## src/verilog/gfx_pkg.sv

```systemverilog
/*
 * Tilemap video controller shared definitions
 * Sizes, register map and the structs passed between the
 * register block, fetchers, ROM arbiter and mixer
 */
package gfx_pkg;

    // Screen and tile geometry
    localparam int tiles_per_row = 16;
    localparam int screen_w      = 128;
    localparam int pix_w         = 4;

    // Memory sizes
    localparam int vram_depth = 256;
    localparam int lb_depth   = 256;
    localparam int rom_aw     = 11;

    // APB bus widths
    localparam int apb_aw = 10;
    localparam int apb_dw = 16;

    // Register map
    localparam int reg_count   = 8;
    localparam int reg_hscroll = 0;
    localparam int reg_vscroll = 1;
    localparam int reg_ctrl    = 2;
    localparam int reg_irq_ack = 3;

    // Control register with irq_en in bit 0
    typedef struct packed {
        logic [1:0] pal_bank;
        logic       scr_en;
        logic       chr_en;
        logic       irq_en;
    } ctrl_t;

    // Attr low nibble is xored into every pixel of the tile
    typedef struct packed {
        logic [7:0] code;
        logic [7:0] attr;
    } vram_entry_t;

    typedef struct packed {
        logic [pix_w-1:0] index;
    } line_pix_t;

    // Address is the tile code followed by the tile row
    typedef struct packed {
        logic [rom_aw-1:0] addr;
        logic              valid;
    } rom_req_t;

    typedef struct packed {
        logic [1:0]       pal_bank;
        logic             layer;
        logic [pix_w-1:0] index;
    } pxl_t;

endpackage

```

## src/verilog/gfx_rom_arbiter.sv

```systemverilog
/*
 * Tile ROM arbiter
 * Shares the external ROM port between the char and scroll
 * fetchers, char first, one transaction at a time
 */
module gfx_rom_arbiter (
    input  logic                        clk,
    input  logic                        rst,
    input  gfx_pkg::rom_req_t           req_chr,
    input  gfx_pkg::rom_req_t           req_scr,
    output logic                        ack_chr,
    output logic                        ack_scr,
    output logic [31:0]                 data_out,
    output logic [gfx_pkg::rom_aw-1:0]  rom_addr,
    output logic                        rom_cs,
    input  logic [31:0]                 rom_data,
    input  logic                        rom_ok
);

    typedef enum logic [1:0] {a_idle, a_chr, a_scr} arb_t;

    arb_t state;
    logic go_chr;
    logic go_scr;

    // A request is still up during its ack cycle, so it is not served again
    assign go_chr = req_chr.valid & ~ack_chr;
    assign go_scr = req_scr.valid & ~ack_scr;

    always_ff @(posedge clk, posedge rst) begin
        if (rst) begin
            state    <= a_idle;
            rom_cs   <= 1'b0;
            rom_addr <= '0;
            ack_chr  <= 1'b0;
            ack_scr  <= 1'b0;
        end else begin
            ack_chr <= 1'b0;
            ack_scr <= 1'b0;
            case (state)
                a_idle: begin
                    if (go_chr) begin
                        rom_cs   <= 1'b1;
                        rom_addr <= req_chr.addr;
                        state    <= a_chr;
                    end else if (go_scr) begin
                        rom_cs   <= 1'b1;
                        rom_addr <= req_scr.addr;
                        state    <= a_scr;
                    end
                end
                default: begin
                    if (rom_ok) begin
                        rom_cs  <= 1'b0;
                        ack_chr <= (state == a_chr);
                        ack_scr <= (state == a_scr);
                        state   <= a_idle;
                    end
                end
            endcase
        end
    end

    always_ff @(posedge clk) begin
        if (rom_cs && rom_ok) begin
            data_out <= rom_data;
        end
    end

endmodule

```

## config.mk

```make
export PLATFORM = sky130hd
export DESIGN_NAME = gfx_rom_arbiter
export DESIGN_NICKNAME = d
export VERILOG_FILES = /design/src/verilog/gfx_pkg.sv /design/src/verilog/gfx_rom_arbiter.sv
export SDC_FILE = /design/constraint.sdc
export NUM_CORES = 1
export LEC_CHECK = 0
export BUFFER_PORTS_ARGS = -buffer_cell sky130_fd_sc_hd__buf_2
export CAP_MARGIN = 10
export CORE_MARGIN = 8
export CORE_UTILIZATION = 43
export DETAILED_ROUTE_END_ITERATION = 8
export PLACE_DENSITY = 0.78
export SLEW_MARGIN = 20
export SYNTH_ARGS = -nofsm -noshare
export SYNTH_HDL_FRONTEND = slang
export SYNTH_SLANG_ARGS = --single-unit
```

## constraint.sdc

```tcl
create_clock -name clk -period 2 [get_ports clk]
set_input_delay 0.2 -clock clk [delete_from_list [all_inputs] [get_ports clk]]
set_output_delay 0.2 -clock clk [all_outputs]
set_load 0.01 [all_outputs]
```

# Word-level counts from Yosys, hierarchy flattened
# Index checks and enable logic that the tools add are counted.
totals:
  reg_bits: 48
  wordCells: 33
op_classes:
  n_mux: 14
  reduce_logical: 6
  n_eq_ne: 3
  bitwise_logic: 4
op_table:
  columns: ["operator", "n"]
  rows:
  - ["$mux 11", 2]
  - ["$mux 1", 8]
  - ["$mux 2", 4]
  - ["$reduce_and 2->1", 2]
  - ["$reduce_bool 2->1", 2]
  - ["$ne 3x3->1 const B", 1]
  - ["$and 1x1->1", 2]
  - ["$eq 2x1->1 const B", 1]
  - ["$eq 2x2->1 const B", 1]
  - ["$logic_not 2->1", 1]
  - ["$not 1->1", 2]
  - ["$logic_and 1x1->1", 1]

# Logic depth before layout (Yosys ltp)
# Gate-level depths: netlist of the first run.
logic_depth:
  word_depth: 5
  mapped_depth: 4
  ltp_nobuf: 3

# Worst setup path before layout of the first run
# Ideal clock, no wire load.
synth_path:
  path_type: "register to register"
  start: "reg rom_cs"
  end: "reg data_out[0], enable pin"
  period_less_slack_ns: 1.603
  path_slack_ns: 0.397
  arrival_time_ns: 1.212
  path_buffers: 0
  path_stages_with_launch: 2
  required_ns: 1.608
  cell_sequence: "dfrtp_1 > and2_1"
synth_via:
  elab_chain_len: 1
synth_rtl:
  columns: ["item", "line_no", "text"]
  rows:
  - ["from (decl)", "gfx_rom_arbiter.sv:15", "output logic rom_cs,"]
  - ["from (signal assigned)", "gfx_rom_arbiter.sv:33", "rom_cs <= 1'b0;"]
  - ["from (signal assigned)", "gfx_rom_arbiter.sv:43", "rom_cs <= 1'b1;"]
  - ["from (signal assigned)", "gfx_rom_arbiter.sv:47", "rom_cs <= 1'b1;"]
  - ["$logic_and 1x1->1", "gfx_rom_arbiter.sv:65", "if (rom_cs && rom_ok) begin"]
  - ["to (signal assigned)", "gfx_rom_arbiter.sv:66", "data_out <= rom_data;"]
  - ["to (decl)", "gfx_rom_arbiter.sv:13", "output logic [31:0] data_out,"]
# Every way passes these cells.
# A chain may end at the register's enable or synchronous reset.

# Final worst setup path of the first run
layout_path:
  start: "reg ack_chr"
  end: "reg rom_addr[1] (netlist name)"
layout_via:
  elab_chain_len: 4
  word_cells_on_any_way: 5
layout_rtl:
  columns: ["item", "line_no", "text"]
  rows:
  - ["from (decl)", "gfx_rom_arbiter.sv:11", "output logic ack_chr,"]
  - ["from (signal assigned)", "gfx_rom_arbiter.sv:55", "ack_chr <= (state == a_chr);"]
  - ["$not 1->1 *", "gfx_rom_arbiter.sv:27", "assign go_chr = req_chr.valid & ~ack_chr;"]
  - ["$and 1x1->1 *", "gfx_rom_arbiter.sv:27", null]
  - ["$reduce_bool 2->1 (no line)", null, null]
  - ["$reduce_and 2->1 (no line)", null, null]
  - ["to (signal assigned)", "gfx_rom_arbiter.sv:44", "rom_addr <= req_chr.addr;"]
  - ["to (signal assigned)", "gfx_rom_arbiter.sv:48", "rom_addr <= req_scr.addr;"]
  - ["to (decl)", "gfx_rom_arbiter.sv:14", "output logic [gfx_pkg::rom_aw-1:0] rom_addr,"]
# Mark *: on every way between the ends. The rest lies on a longest branch, timed or not.

==> qor.log, run 1 <==
qor: critical_path.regToRegStartpoint ack_chr
qor: critical_path.worst_setup_path_startpoint ack_chr
qor: clocking.post_cts_resize_count 0
qor: timing.tightest_slew 605 ps
qor: synthesis.synthesized_flop_and_latch_total 48
qor: die.initial_utilization 0.449
qor: power.power.leakage 1.18 nW
qor: clocking.clk_latency 290 ps
qor: synthesis.synth_nets 146
qor: critical_path.rr_endpoint rom_addr[1]
qor: clocking.total_number_of_clock_tree_sinks 48
qor: clocking.clock_tree_from_tritoncts yes
qor: global_routing.grt_max_degree 33
qor: power.worst_ir_drop_vdd 667 µV
qor: die.die_y 80.6 µm
qor: power.power_density_normalized_to_cell_area 1260 nW/µm²
qor: clocking.clk_transition_reported_paths 90 ps
qor: timing.setup_tns 0 ps
qor: synthesis.synthesis.area_per_instance 20.6 µm²
qor: die.ioPinCount 105
qor: drt.drc_errors_left 0
qor: synthesis.post_synth_inst_count 87
qor: global_routing.grt_first_pass_wirelength 6130 µm
qor: placement.portBuffers 104
qor: drt.wl_cell 16.8 µm
qor: layout.post_route_cells_drive_above_1_share 0.683
qor: outcome.run_status finished, final reports clean
qor: critical_path.r2r_cells 3
qor: global_routing.vias_in_the_first_global_route 1245
qor: synthesis.yosys.area.top_type_share 0.535
qor: synthesis.sequential_to_total_area_share_from_yosys_stat 0.758
qor: clocking.htree_levels 2
qor: flow_run.cap_violations 0
qor: global_routing.antenna_found_initial 0
qor: die.core-area 4000 µm²
qor: critical_path.timing.critical_path.fanout_max 14
qor: critical_path.worstSetupEndpoint rom_addr[1]
qor: synthesis.cell_area_after_technology_mapping 1800 µm²
qor: synthesis.yosys.area.top_type sky130_fd_sc_hd__edfxtp_1
qor: timing.maxSlewHeadroom 0.596
qor: drt.detail_route.first_pass.iterations 4
qor: timing.setup_violations 0
qor: critical_path.ff2ff_setup_slack 400 ps
qor: timing.layout_worst_path_cycle_share 0.798
qor: timing.final-hold-violation-count 0
qor: drt.final_antenna_net_count 0
qor: timing.finalWorstPathRequiredPeriod 1600 ps
qor: timing.report.final.slew_viol_count 0
qor: synthesis.yosys_warnings 0
qor: synthesis.ys_types 17
qor: clocking.cts.root.buffer_cell sky130_fd_sc_hd__clkbuf_8
qor: placement.finalWeightedCongestion 0.781
qor: layout.diodes 0
qor: die.floorplan.die.width 80.6 µm
qor: timing.rsz_0062_raised_after_global_routing no
qor: die.std_cell_rows 23
qor: drt.routed-via-count 1179
qor: clocking.cts_max_path_buffers 2
qor: critical_path.critPathCaptureType flip-flop
qor: clocking.clock_buffers_created_by_tritoncts 5
qor: synthesis.synth.top_cells.by_area sky130_fd_sc_hd__edfxtp_1 (54%), sky130_fd_sc_hd__dfrtp_1 (22%), sky130_fd_sc_hd__mux2_4 (13%)
qor: global_routing.grt_overflow_total 0
qor: global_routing.grt_use_total 0.123
qor: critical_path.timing.critical_path.required 2190 ps
qor: layout.layout.nets 257
qor: timing.max_freq 627 MHz
qor: die.die-area 6500 µm²
qor: hold_path.worst_min_delay_path_category primary input to flip-flop
qor: layout.layout-area-overhead-vs-synth 38.4%
qor: timing.clock_skew 4.05 ps
qor: drt.drt_iter0_markers 60
qor: placement.detailedPlacementHpwl 3340 µm
qor: critical_path.startpoint_type flip-flop
qor: critical_path.worst-endpoint-arrival 1780 ps
qor: critical_path.type_of_the_worst_setup_path flip-flop to flip-flop
qor: power.total_power 3.12 mW
qor: drt.route.detailed.vias_per_inst 4.73
qor: drt.wirelength 4200 µm
-- what timing repair did --
action	CTS	global route
hold buffers	1	0
buffers inserted	0	0
hold endpoints to repair	16	0
-- area by class of cell --
| class | count | area [µm²] |
|---|---|---|
| flip-flops and latches | 48 | 1360 |
| repair buffers | 106 | 538 |
| fillers | 293 | 1520 |
| well taps | 50 | 62.6 |
| clock buffers | 5 | 68.8 |
| multi-input cells | 34 | 400 |
| inverters | 3 | 11.3 |
| clock inverters | 3 | 42.5 |
-- cell usage after synthesis --
cell,instances
sky130_fd_sc_hd__a21o_1,1
sky130_fd_sc_hd__a21oi_4,1
sky130_fd_sc_hd__and2_1,1
sky130_fd_sc_hd__and3_1,2
sky130_fd_sc_hd__buf_6,2
sky130_fd_sc_hd__dfrtp_1,16
sky130_fd_sc_hd__edfxtp_1,32
sky130_fd_sc_hd__inv_1,3
sky130_fd_sc_hd__mux2_1,1
sky130_fd_sc_hd__mux2_2,5
sky130_fd_sc_hd__mux2_4,16
sky130_fd_sc_hd__nand2_1,1
sky130_fd_sc_hd__nand2b_1,1
sky130_fd_sc_hd__nand2b_4,1
sky130_fd_sc_hd__nand3_1,1
sky130_fd_sc_hd__o22ai_1,2
sky130_fd_sc_hd__or2_4,1
-- how the worst min path moves through the flow --
stage / startpoint / endpoint / slack, ps / depth (start not counted)
after global placement: rst / rom_addr[9] / 290 / 2
after floorplan: rst / ack_chr / 110 / 1
after CTS: rom_data[15] / data_out[15] / 60 / 1
after detailed placement: rst / rom_addr[8] / 310 / 2
final: rom_data[15] / data_out[15] / 70 / 1
after global routing: rom_data[28] / data_out[28] / 60 / 1
-- registers in the layout, indices dropped and copies added, names as in the netlist --
name and count:
data_out 32, rom_addr 11, state 2, ack_chr 1, ack_scr 1, rom_cs 1
-- per-stage QoR --
step | utilization | area (µm²) | hold slack, ps | cells | setup WS (ps)
after floorplan | - | 1800 | 114 | 87 | 397
after global placement | 0.591 | 2360 | 288 | 240 | 423
after detailed placement | 0.591 | 2360 | 307 | 240 | 404
after CTS | 0.621 | 2480 | 61.1 | 249 | 393
after global routing | 0.621 | 2480 | 57.3 | 249 | 314
final | 0.621 | 2480 | 74.1 | 249 | 405
-- report_power, final --
group / switching (mW) / internal (mW)
clock: 0.310 / 0.370
sequential: 0.107 / 1.35
combinational: 0.472 / 0.511
total: 0.889 / 2.24
-- per-layer routing --
layer,share of wire,global-route usage,vias to the layer above
li1,-,-,547
met1,0.43,0.152,528
met2,0.40,0.182,99
met3,0.17,0.0647,5
met4,0.0079,0.0382,0
met5,0,0,-
-- placed cells by master (no fill, tap or decap), types with 2 or more instances in the layout --
| cell | n |
|---|---|
| sky130_fd_sc_hd__dfrtp_1 | 16 |
| sky130_fd_sc_hd__mux2_2 | 5 |
| sky130_fd_sc_hd__and3_1 | 2 |
| sky130_fd_sc_hd__mux2_4 | 16 |
| sky130_fd_sc_hd__inv_1 | 3 |
| sky130_fd_sc_hd__clkbuf_8 | 5 |
| sky130_fd_sc_hd__edfxtp_1 | 32 |
| sky130_fd_sc_hd__buf_2 | 104 |
| sky130_fd_sc_hd__o22ai_1 | 2 |
-- logic make-up (layout without fill, tap and decap cells) --
family	count (synthesis)	after routing	synth area share
compound gates	4	4	0.0202
buf+inv	5	117	0.0188
flops	48	48	0.758
mux	22	22	0.171
simple gates	8	8	0.0314
-- worst max-delay path: stages (launching register included) --
cell and delay, ps:
sky130_fd_sc_hd__dfrtp_1 380, sky130_fd_sc_hd__nand2b_4 250, sky130_fd_sc_hd__a21oi_4 470, sky130_fd_sc_hd__mux2_2 390
Power figures use the tool's default switching activity.
==> run 2: changes to the inputs <==
--- a/config.mk
+++ b/config.mk
@@ -5,6 +5,7 @@
 export SDC_FILE = /design/constraint.sdc
 export NUM_CORES = 1
 export LEC_CHECK = 0
+export ABC_AREA = 1
 export BUFFER_PORTS_ARGS = -buffer_cell sky130_fd_sc_hd__buf_2
 export CAP_MARGIN = 10
 export CORE_MARGIN = 8
==> constraint.sdc (replaced) <==
create_clock -name clk -period 1.55 [get_ports clk]
set_input_delay 0.155 -clock clk [delete_from_list [all_inputs] [get_ports clk]]
set_output_delay 0.155 -clock clk [all_outputs]
set_load 0.01 [all_outputs]
==> run 2 against run 1 <==
Net effect: design area decreased by 0.35%; power increased by 25%; clock power increased by 27%; sequential share of layout area increased by 0.19 points; worst hold slack got worse by 39 ps; combinational power increased by 18%; largest cell class unchanged.
==> qor.log, run 2 <==
qor: layout.post_route_cells_drive_above_1_share 0.461 [was 0.683]
qor: drt.routed-via-count 1382 [was 1179]
qor: critical_path.timing.critical_path.required 1780 ps [was 2190 ps]
qor: clocking.cts_setup_buffers 0 [unchanged]
qor: placement.finalWeightedCongestion 0.744 [was 0.781]
qor: critical_path.r2r_cells 5 [was 3]
qor: layout.reg_top3 data_out x32, rom_addr x11, state x2 [unchanged]
qor: synthesis.synth.cells.most_frequent sky130_fd_sc_hd__nand2_1 (63), sky130_fd_sc_hd__edfxtp_1 (32), sky130_fd_sc_hd__dfrtp_1 (16), sky130_fd_sc_hd__nand3_1 (11), sky130_fd_sc_hd__inv_1 (8) [was sky130_fd_sc_hd__edfxtp_1 (32), sky130_fd_sc_hd__dfrtp_1 (16), sky130_fd_sc_hd__mux2_4 (16), sky130_fd_sc_hd__mux2_2 (5), sky130_fd_sc_hd__inv_1 (3)]
qor: timing.clock_skew 1.30 ps [was 4.05 ps]
qor: critical_path.type_of_the_worst_setup_path flip-flop to flip-flop [unchanged]
qor: die.core-area 4000 µm² [unchanged]
qor: die.die-area 6440 µm² [was 6500 µm²]
qor: layout.utilization 0.619 [was 0.621]
qor: clocking.clock_tree_from_tritoncts yes [unchanged]
qor: drt.detail_route.first_pass.iterations 5 [was 4]
qor: synthesis.cell_area_after_technology_mapping 1780 µm² [was 1800 µm²]
qor: critical_path.stages_on_worst_setup_path 5 [was 3]
qor: timing.maxSlewHeadroom 0.611 [was 0.596]
qor: clocking.cts_max_path_buffers 2 [unchanged]
qor: layout.layout-area-overhead-vs-synth 39.4% [was 38.4%]
qor: power.power.leakage 1.26 nW [was 1.18 nW]
qor: drt.drc_errors_left 0 [unchanged]
qor: layout.layout.nets 314 [was 257]
qor: power.worst_ir_drop_vdd 752 µV [was 667 µV]
qor: layout.filler_cells_inserted 328 [was 293]
qor: timing.report.final.slew_viol_count 0 [unchanged]
qor: clocking.cts.root.buffer_cell sky130_fd_sc_hd__clkbuf_8 [unchanged]
qor: die.std_cell_rows 23 [unchanged]
qor: layout.diodes 0 [unchanged]
qor: layout.layout.cells.most_common sky130_fd_sc_hd__buf_2 [unchanged]
qor: clocking.clock_buffers_created_by_tritoncts 5 [unchanged]
qor: placement.numPlacedInstances 297 [was 240]
qor: clocking.clk_transition_reported_paths 80 ps [was 90 ps]
qor: hold_path.worst_min_delay_path_category primary input to flip-flop [unchanged]
qor: layout.final_cells 306 [was 249]
qor: critical_path.cp.buffers_inverters 0 [unchanged]
qor: global_routing.vias_in_the_first_global_route 1431 [was 1245]
qor: synthesis.synth-edff-count 32 [unchanged]
qor: critical_path.worst_path_most_repeated_cell sky130_fd_sc_hd__nand2_1
qor: clocking.htree_levels 2 [unchanged]
qor: drt.drt_iter0_markers 59 [was 60]
qor: layout.max_flop_register data_out [unchanged]
qor: critical_path.worst_setup_path_startpoint state[1] [was ack_chr]
qor: critical_path.cpLargestDelayFamily simple AND/OR/NAND/NOR gates [was compound AO/OA/AOI/OAI gates]
qor: die.initial_utilization 0.444 [was 0.449]
qor: synthesis.synth_nets 204 [was 146]
qor: flow_run.cap_violations 0 [unchanged]
qor: timing.setup_violations 0 [unchanged]
qor: power.power_density_normalized_to_cell_area 1580 nW/µm² [was 1260 nW/µm²]
qor: critical_path.timing.critical_path.fanout_max 11 [was 14]
qor: die.ioPinCount 105 [unchanged]
qor: timing.tightest_slew 583 ps [was 605 ps]
qor: critical_path.startpoint_type flip-flop [unchanged]
qor: synthesis.synthesized_flop_and_latch_total 48 [unchanged]
qor: placement.portBuffers 104 [unchanged]
qor: timing.layout_worst_path_cycle_share 0.768 [was 0.798]
qor: global_routing.grt_overflow_total 0 [unchanged]
qor: timing.max_freq 840 MHz [was 627 MHz]
qor: clocking.post_cts_resize_count 0 [unchanged]
qor: synthesis.ys_types 17 [unchanged]
qor: clocking.clk_latency 290 ps [about the same]
qor: critical_path.crit_path_top_delay_cell sky130_fd_sc_hd__dfrtp_1 [was sky130_fd_sc_hd__a21oi_4]
qor: drt.final_antenna_net_count 0 [unchanged]
qor: placement.detailedPlacementHpwl 3570 µm [was 3340 µm]
qor: global_routing.grt_use_total 0.138 [was 0.123]
qor: layout.largest_register_ffs 32 [unchanged]
qor: timing.hold_slack_final 35.3 ps [was 74.1 ps]
qor: critical_path.crit_chain nor2_4 > nand2_1 > nand2_1 > nand2_1 > nand2_1 [was nand2b_4 > a21oi_4 > mux2_2]
qor: synthesis.post_synth_inst_count 145 [was 87]
qor: timing.final-hold-violation-count 0 [unchanged]
qor: synthesis.synthesis.area_per_instance 12.3 µm² [was 20.6 µm²]
qor: timing.setup_tns 0 ps [unchanged]
qor: timing.finalWorstPathRequiredPeriod 1190 ps [was 1600 ps]
qor: layout.layout.cells.most_common_list sky130_fd_sc_hd__buf_2 (104), sky130_fd_sc_hd__nand2_1 (63), sky130_fd_sc_hd__edfxtp_1 (32), sky130_fd_sc_hd__dfrtp_1 (16), sky130_fd_sc_hd__nand3_1 (11) [was sky130_fd_sc_hd__buf_2 (104), sky130_fd_sc_hd__edfxtp_1 (32), sky130_fd_sc_hd__mux2_4 (16), sky130_fd_sc_hd__dfrtp_1 (16)]
qor: synthesis.yosys_most_used_dff sky130_fd_sc_hd__edfxtp_1 [unchanged]
qor: timing.rsz_0062_raised_after_global_routing no [unchanged]
qor: synthesis.yosys.area.top_type sky130_fd_sc_hd__edfxtp_1 [unchanged]
qor: critical_path.ff2ff_setup_slack 360 ps [was 400 ps]
qor: global_routing.grt_first_pass_wirelength 6890 µm [was 6130 µm]
qor: drt.wirelength 4400 µm [was 4200 µm]
qor: drt.wl_cell 14.4 µm [was 16.8 µm]
qor: drt.route.detailed.vias_per_inst 4.52 [was 4.73]
qor: global_routing.antenna_found_initial 0 [unchanged]
qor: critical_path.cpPeakStageDelay 420 ps [was 470 ps]
qor: outcome.run_status finished, final reports clean [unchanged]
qor: critical_path.worstSetupEndpoint rom_addr[5] [was rom_addr[1]]
qor: synthesis.synth.top_cells.by_area sky130_fd_sc_hd__edfxtp_1 (54%), sky130_fd_sc_hd__dfrtp_1 (23%), sky130_fd_sc_hd__nand2_1 (13%) [was sky130_fd_sc_hd__edfxtp_1 (54%), sky130_fd_sc_hd__dfrtp_1 (22%), sky130_fd_sc_hd__mux2_4 (13%)]
qor: global_routing.grt_max_degree 33 [unchanged]
qor: critical_path.rr_endpoint rom_addr[5] [was rom_addr[1]]
qor: critical_path.worst-endpoint-arrival 1420 ps [was 1780 ps]
qor: die.die_y 80.3 µm [was 80.6 µm]
qor: synthesis.yosys_warnings 0 [unchanged]
qor: power.total_power 3.91 mW [was 3.12 mW]
qor: clocking.total_number_of_clock_tree_sinks 48 [unchanged]
qor: synthesis.yosys.area.top_type_share 0.541 [was 0.535]
qor: critical_path.critPathCaptureType flip-flop [unchanged]
qor: critical_path.regToRegStartpoint state[1] [was ack_chr]
qor: synthesis.sequential_to_total_area_share_from_yosys_stat 0.766 [was 0.758]
qor: synthesis.yosys.cell_count.top_type sky130_fd_sc_hd__nand2_1 [was sky130_fd_sc_hd__edfxtp_1]
qor: synthesis.asyncSetResetFlopFracSynth 0.333 [unchanged]
qor: die.floorplan.die.width 80.3 µm [was 80.6 µm]
run 2: cell count changes after synthesis, moves of 5 or more:
cell,previous run,this run
sky130_fd_sc_hd__mux2_4,16,0
sky130_fd_sc_hd__inv_1,3,8
sky130_fd_sc_hd__mux2_2,5,0
sky130_fd_sc_hd__nand2_1,1,63
sky130_fd_sc_hd__nand3_1,1,11
run 2: metal layers:
metal	vias up	routed length, µm	GRT usage
met3	4	656	0.0547
met1	589	1960	0.176
met4	0	19	0.0545
met2	98	1770	0.203
li1	691	-	-
met5	-	0	0
run 2: layout make-up:
type / instances / area (µm²) / area share
flip-flops and latches: 48 / 1360 / 0.550
inverters: 9 / 33.8 / 0.0136
repair buffers: 108 / 566 / 0.228
clock buffers: 6 / 72.6 / 0.0293
clock inverters: 2 / 35.0 / 0.0141
well taps: 50 / 62.6 / 0.0253
multi-input cells: 83 / 345 / 0.139
run 2: how the worst min path moves through the flow:
stage / from / endpoint / cells past startpoint / slack, ps
after floorplan: rst / ack_chr / 1 / 70
after global placement: rst / rom_addr[0] / 2 / 240
after detailed placement: rst / rom_addr[0] / 2 / 260
after CTS: rom_data[13] / data_out[13] / 1 / 20
after global routing: rom_data[30] / data_out[30] / 1 / 20
final: rom_data[24] / data_out[24] / 1 / 40
run 2: what timing repair did:
| action | CTS | global route |
|---|---|---|
| endpoints found under the hold margin | 16 | 0 |
| endpoints found under the setup margin | 0 | 0 |
| hold buffers | 1 | 0 |
run 2: cell families (layout without fill, tap and decap cells):
family	Yosys count	count (layout)	share of synthesized area
and+or+nand+nor	80	80	0.185
DFF	48	48	0.766
buffers and inverters	14	125	0.0394
AOI/OAI and AO/OA	3	3	0.00915
run 2: power by group:
group	switching [mW]	total (mW)	internal, mW
sequential	0.148	1.89	1.74
combinational	0.713	1.16	0.449
clock	0.382	0.861	0.479
total	1.24	3.91	2.67
run 2: per-stage QoR:
stage	worst slack (ps)	cell area, µm²
CTS	358	2480
finish	360	2480
detailed placement	383	2360
global route	214	2480
floorplan	81.7	1780
global placement	434	2360
==> run 3: changes to the inputs <==
==> constraint.sdc (replaced) <==
create_clock -name clk -period 1.2 [get_ports clk]
set_input_delay 0.12 -clock clk [delete_from_list [all_inputs] [get_ports clk]]
set_output_delay 0.12 -clock clk [all_outputs]
set_load 0.01 [all_outputs]
==> run 3 against run 2 <==
Net effect: critical path depth fell by 2; sequential power rose by 30%; clock power rose by 30%; design area rose by 13%; largest cell class unchanged; highest routed layer unchanged.
==> qor.log, run 3 (synthesis results as in run 2) <==
qor: drt.wl_cell 14.8 µm [was 14.4 µm]
qor: drt.final_antenna_net_count 0 [unchanged]
qor: clocking.total_number_of_clock_tree_sinks 48 [unchanged]
qor: power.power.share.clock 0.217 [was 0.220]
qor: hold_path.worst_hold_start rom_data[22] [was rom_data[24]]
qor: clocking.clock_tree_from_tritoncts yes [unchanged]
qor: global_routing.grt_first_pass_wirelength 7990 µm [was 6890 µm]
qor: drt.routed-via-count 1500 [was 1382]
qor: power.power.share.sequential 0.473 [was 0.483]
qor: critical_path.timing.critical_path.fanout_max 22 [was 11]
qor: global_routing.grt_use_total 0.161 [was 0.138]
qor: drt.detail_route.first_pass.iterations 4 [was 5]
qor: drt.route.detailed.vias_per_inst 4.44 [was 4.52]
qor: timing.report.final.slew_viol_count 0 [unchanged]
qor: clocking.cts_max_path_buffers 2 [unchanged]
qor: critical_path.ff2ff_setup_slack 100 ps [was 360 ps]
qor: critical_path.regToRegStartpoint rom_cs [was state[1]]
qor: hold_path.holdPathStages 1 [unchanged]
qor: die.ioPinCount 105 [unchanged]
qor: placement.finalWeightedCongestion 0.775 [was 0.744]
qor: die.die_y 80.3 µm [unchanged]
qor: timing.final-hold-violation-count 0 [unchanged]
qor: die.die-area 6440 µm² [unchanged]
qor: critical_path.r2r_cells 3 [was 5]
qor: timing.setup_violations 0 [unchanged]
qor: timing.layout_worst_path_cycle_share 0.920 [was 0.768]
qor: power.power_density_normalized_to_cell_area 1850 nW/µm² [was 1580 nW/µm²]
qor: die.initial_utilization 0.444 [unchanged]
qor: global_routing.antenna_found_initial 0 [unchanged]
qor: drt.wirelength 4990 µm [was 4400 µm]
qor: global_routing.vias_in_the_first_global_route 1644 [was 1431]
qor: clocking.cts_setup_buffers 0 [unchanged]
qor: layout.max_flop_register data_out [unchanged]
qor: flow_run.cap_violations 0 [unchanged]
qor: placement.detailedPlacementHpwl 3790 µm [was 3570 µm]
qor: global_routing.grt_overflow_total 0 [unchanged]
qor: die.core-area 4000 µm² [unchanged]
qor: layout.layout.cells.most_common_list sky130_fd_sc_hd__buf_2 (104), sky130_fd_sc_hd__nand2_1 (61), sky130_fd_sc_hd__edfxtp_1 (32), sky130_fd_sc_hd__dlygate4sd3_1 (31), sky130_fd_sc_hd__dfrtp_1 (16) [was sky130_fd_sc_hd__buf_2 (104), sky130_fd_sc_hd__nand2_1 (63), sky130_fd_sc_hd__edfxtp_1 (32), sky130_fd_sc_hd__dfrtp_1 (16), sky130_fd_sc_hd__nand3_1 (11)]
qor: layout.layout.cells.most_common sky130_fd_sc_hd__buf_2 [unchanged]
qor: layout.diodes 0 [unchanged]
qor: timing.tightest_slew 580 ps [was 583 ps]
qor: critical_path.critPathCaptureType flip-flop [unchanged]
qor: power.worst_ir_drop_vdd 1140 µV [was 752 µV]
qor: timing.rsz_0062_raised_after_global_routing no [unchanged]
qor: clocking.cts.root.buffer_cell sky130_fd_sc_hd__clkbuf_8 [unchanged]
qor: critical_path.worst-endpoint-arrival 1160 ps [was 1420 ps]
qor: hold_path.hold_critical_path_endpoint data_out[22] [was data_out[24]]
qor: timing.maxSlewHeadroom 0.613 [was 0.611]
qor: placement.portBuffers 104 [unchanged]
qor: power.share_comb_of_total_power 0.310 [was 0.297]
qor: critical_path.rr_endpoint data_out[30] [was rom_addr[5]]
qor: layout.largest_register_ffs 32 [unchanged]
qor: timing.setup_tns 0 ps [unchanged]
qor: power.power.leakage 1.39 nW [was 1.26 nW]
qor: critical_path.timing.critical_path.required 1260 ps [was 1780 ps]
qor: timing.clock_skew 2.71 ps [was 1.30 ps]
qor: power.power.share.switching 0.321 [was 0.318]
qor: hold_path.worst_min_delay_path_category primary input to flip-flop [unchanged]
qor: critical_path.startpoint_type flip-flop [unchanged]
qor: die.std_cell_rows 23 [unchanged]
qor: clocking.clock_buffers_created_by_tritoncts 5 [unchanged]
qor: power.total_power 5.19 mW [was 3.91 mW]
qor: clocking.htree_levels 2 [unchanged]
qor: layout.reg_top3 data_out x32, rom_addr x11, state x2 [unchanged]
qor: power.p_sw 1.66 mW [was 1.24 mW]
qor: power.power_report.internal_total 3.53 mW [was 2.67 mW]
qor: critical_path.type_of_the_worst_setup_path flip-flop to flip-flop [unchanged]
qor: timing.max_freq 905 MHz [was 840 MHz]
qor: drt.drt_iter0_markers 108 [was 59]
qor: die.floorplan.die.width 80.3 µm [unchanged]
qor: drt.drc_errors_left 0 [unchanged]
qor: clocking.clk_transition_reported_paths 80 ps [about the same]
qor: layout.layout-area-overhead-vs-synth 57.8% [was 39.4%]
qor: clocking.clk_latency 290 ps [about the same]
qor: timing.finalWorstPathRequiredPeriod 1100 ps [was 1190 ps]
qor: global_routing.grt_max_degree 23 [was 33]
qor: outcome.run_status finished, final reports clean [unchanged]
qor: layout.post_route_cells_drive_above_1_share 0.431 [was 0.461]
qor: layout.layout.nets 346 [was 314]
## run 3: cell count changes in the layout (fill, tap and decap cells not counted), sizes merged
cell and delta:
clkinvlp +2, clkbuf -1, inv -1, buf +2, dlygate4sd3 +30
## run 3: how the worst max path moves through the flow
stage | from | to | slack, ps | cells after the start
2_1_floorplan | rom_cs | data_out[0] | -110 | 2
3_3_place_gp | state[1] | rom_addr[2] | 110 | 5
3_5_place_dp | state[1] | rom_addr[4] | 50 | 5
4_1_cts | state[1] | rom_addr[4] | 40 | 5
5_1_grt | rom_cs | data_out[19] | 7 | 3
6_report | rom_cs | data_out[30] | 100 | 3
## run 3: final cells by class
cell class              count  area, µm²
repair buffers            140        881
clock buffers               5       68.8
inverters                   9       37.5
fillers                   269       1200
well taps                  50       62.6
multi-input cells          83        350
clock inverters             3       42.5
flip-flops and latches     48       1360
## run 3: per-stage QoR
step	util	hold slack (ps)	cells	setup WS, ps	instance area, µm²
after global placement	0.595	214	299	111	2380
after CTS	0.698	4.34	337	36.2	2790
final	0.701	8.57	338	95.6	2800
after global routing	0.701	3.85	338	7.24	2800
after detailed placement	0.595	225	299	52.6	2380
after floorplan	-	33.7	145	-114	1780
## run 3: timing repair
| action | 4_1_cts | 5_1_grt |
|---|---|---|
| resized for setup | 0 | 1 |
| endpoints found under the setup margin | 0 | 11 |
| hold buffers | 30 | 1 |
| endpoints found under the hold margin | 45 | 1 |
## run 3: worst max-delay path: stages (launching register included)
cell and delay (ps):
sky130_fd_sc_hd__dfrtp_1 410, sky130_fd_sc_hd__nand2_2 80, sky130_fd_sc_hd__clkinvlp_4 160, sky130_fd_sc_hd__buf_12 210
## run 3: layer usage
layer	GRT usage	share of wire	wire, µm	vias up
met2	0.247	0.42	2110	97
met3	0.0714	0.13	639	6
met1	0.198	0.44	2190	640
li1	-	-	-	757
met5	0	0	0	-
met4	0.0491	0.012	58	0
## run 3: power groups by stage
| stage | clock network, mW | registers, mW | logic, mW |
|---|---|---|---|
| 3_3_place_gp | 0 | 2.48 | 1.50 |
| 5_1_grt | 1.22 | 2.51 | 1.84 |
| 2_1_floorplan | 0 | 2.67 | 0.700 |
| 4_1_cts | 1.16 | 2.46 | 1.63 |
| 3_5_place_dp | 0 | 2.48 | 1.56 |
| 6_report | 1.12 | 2.46 | 1.61 |
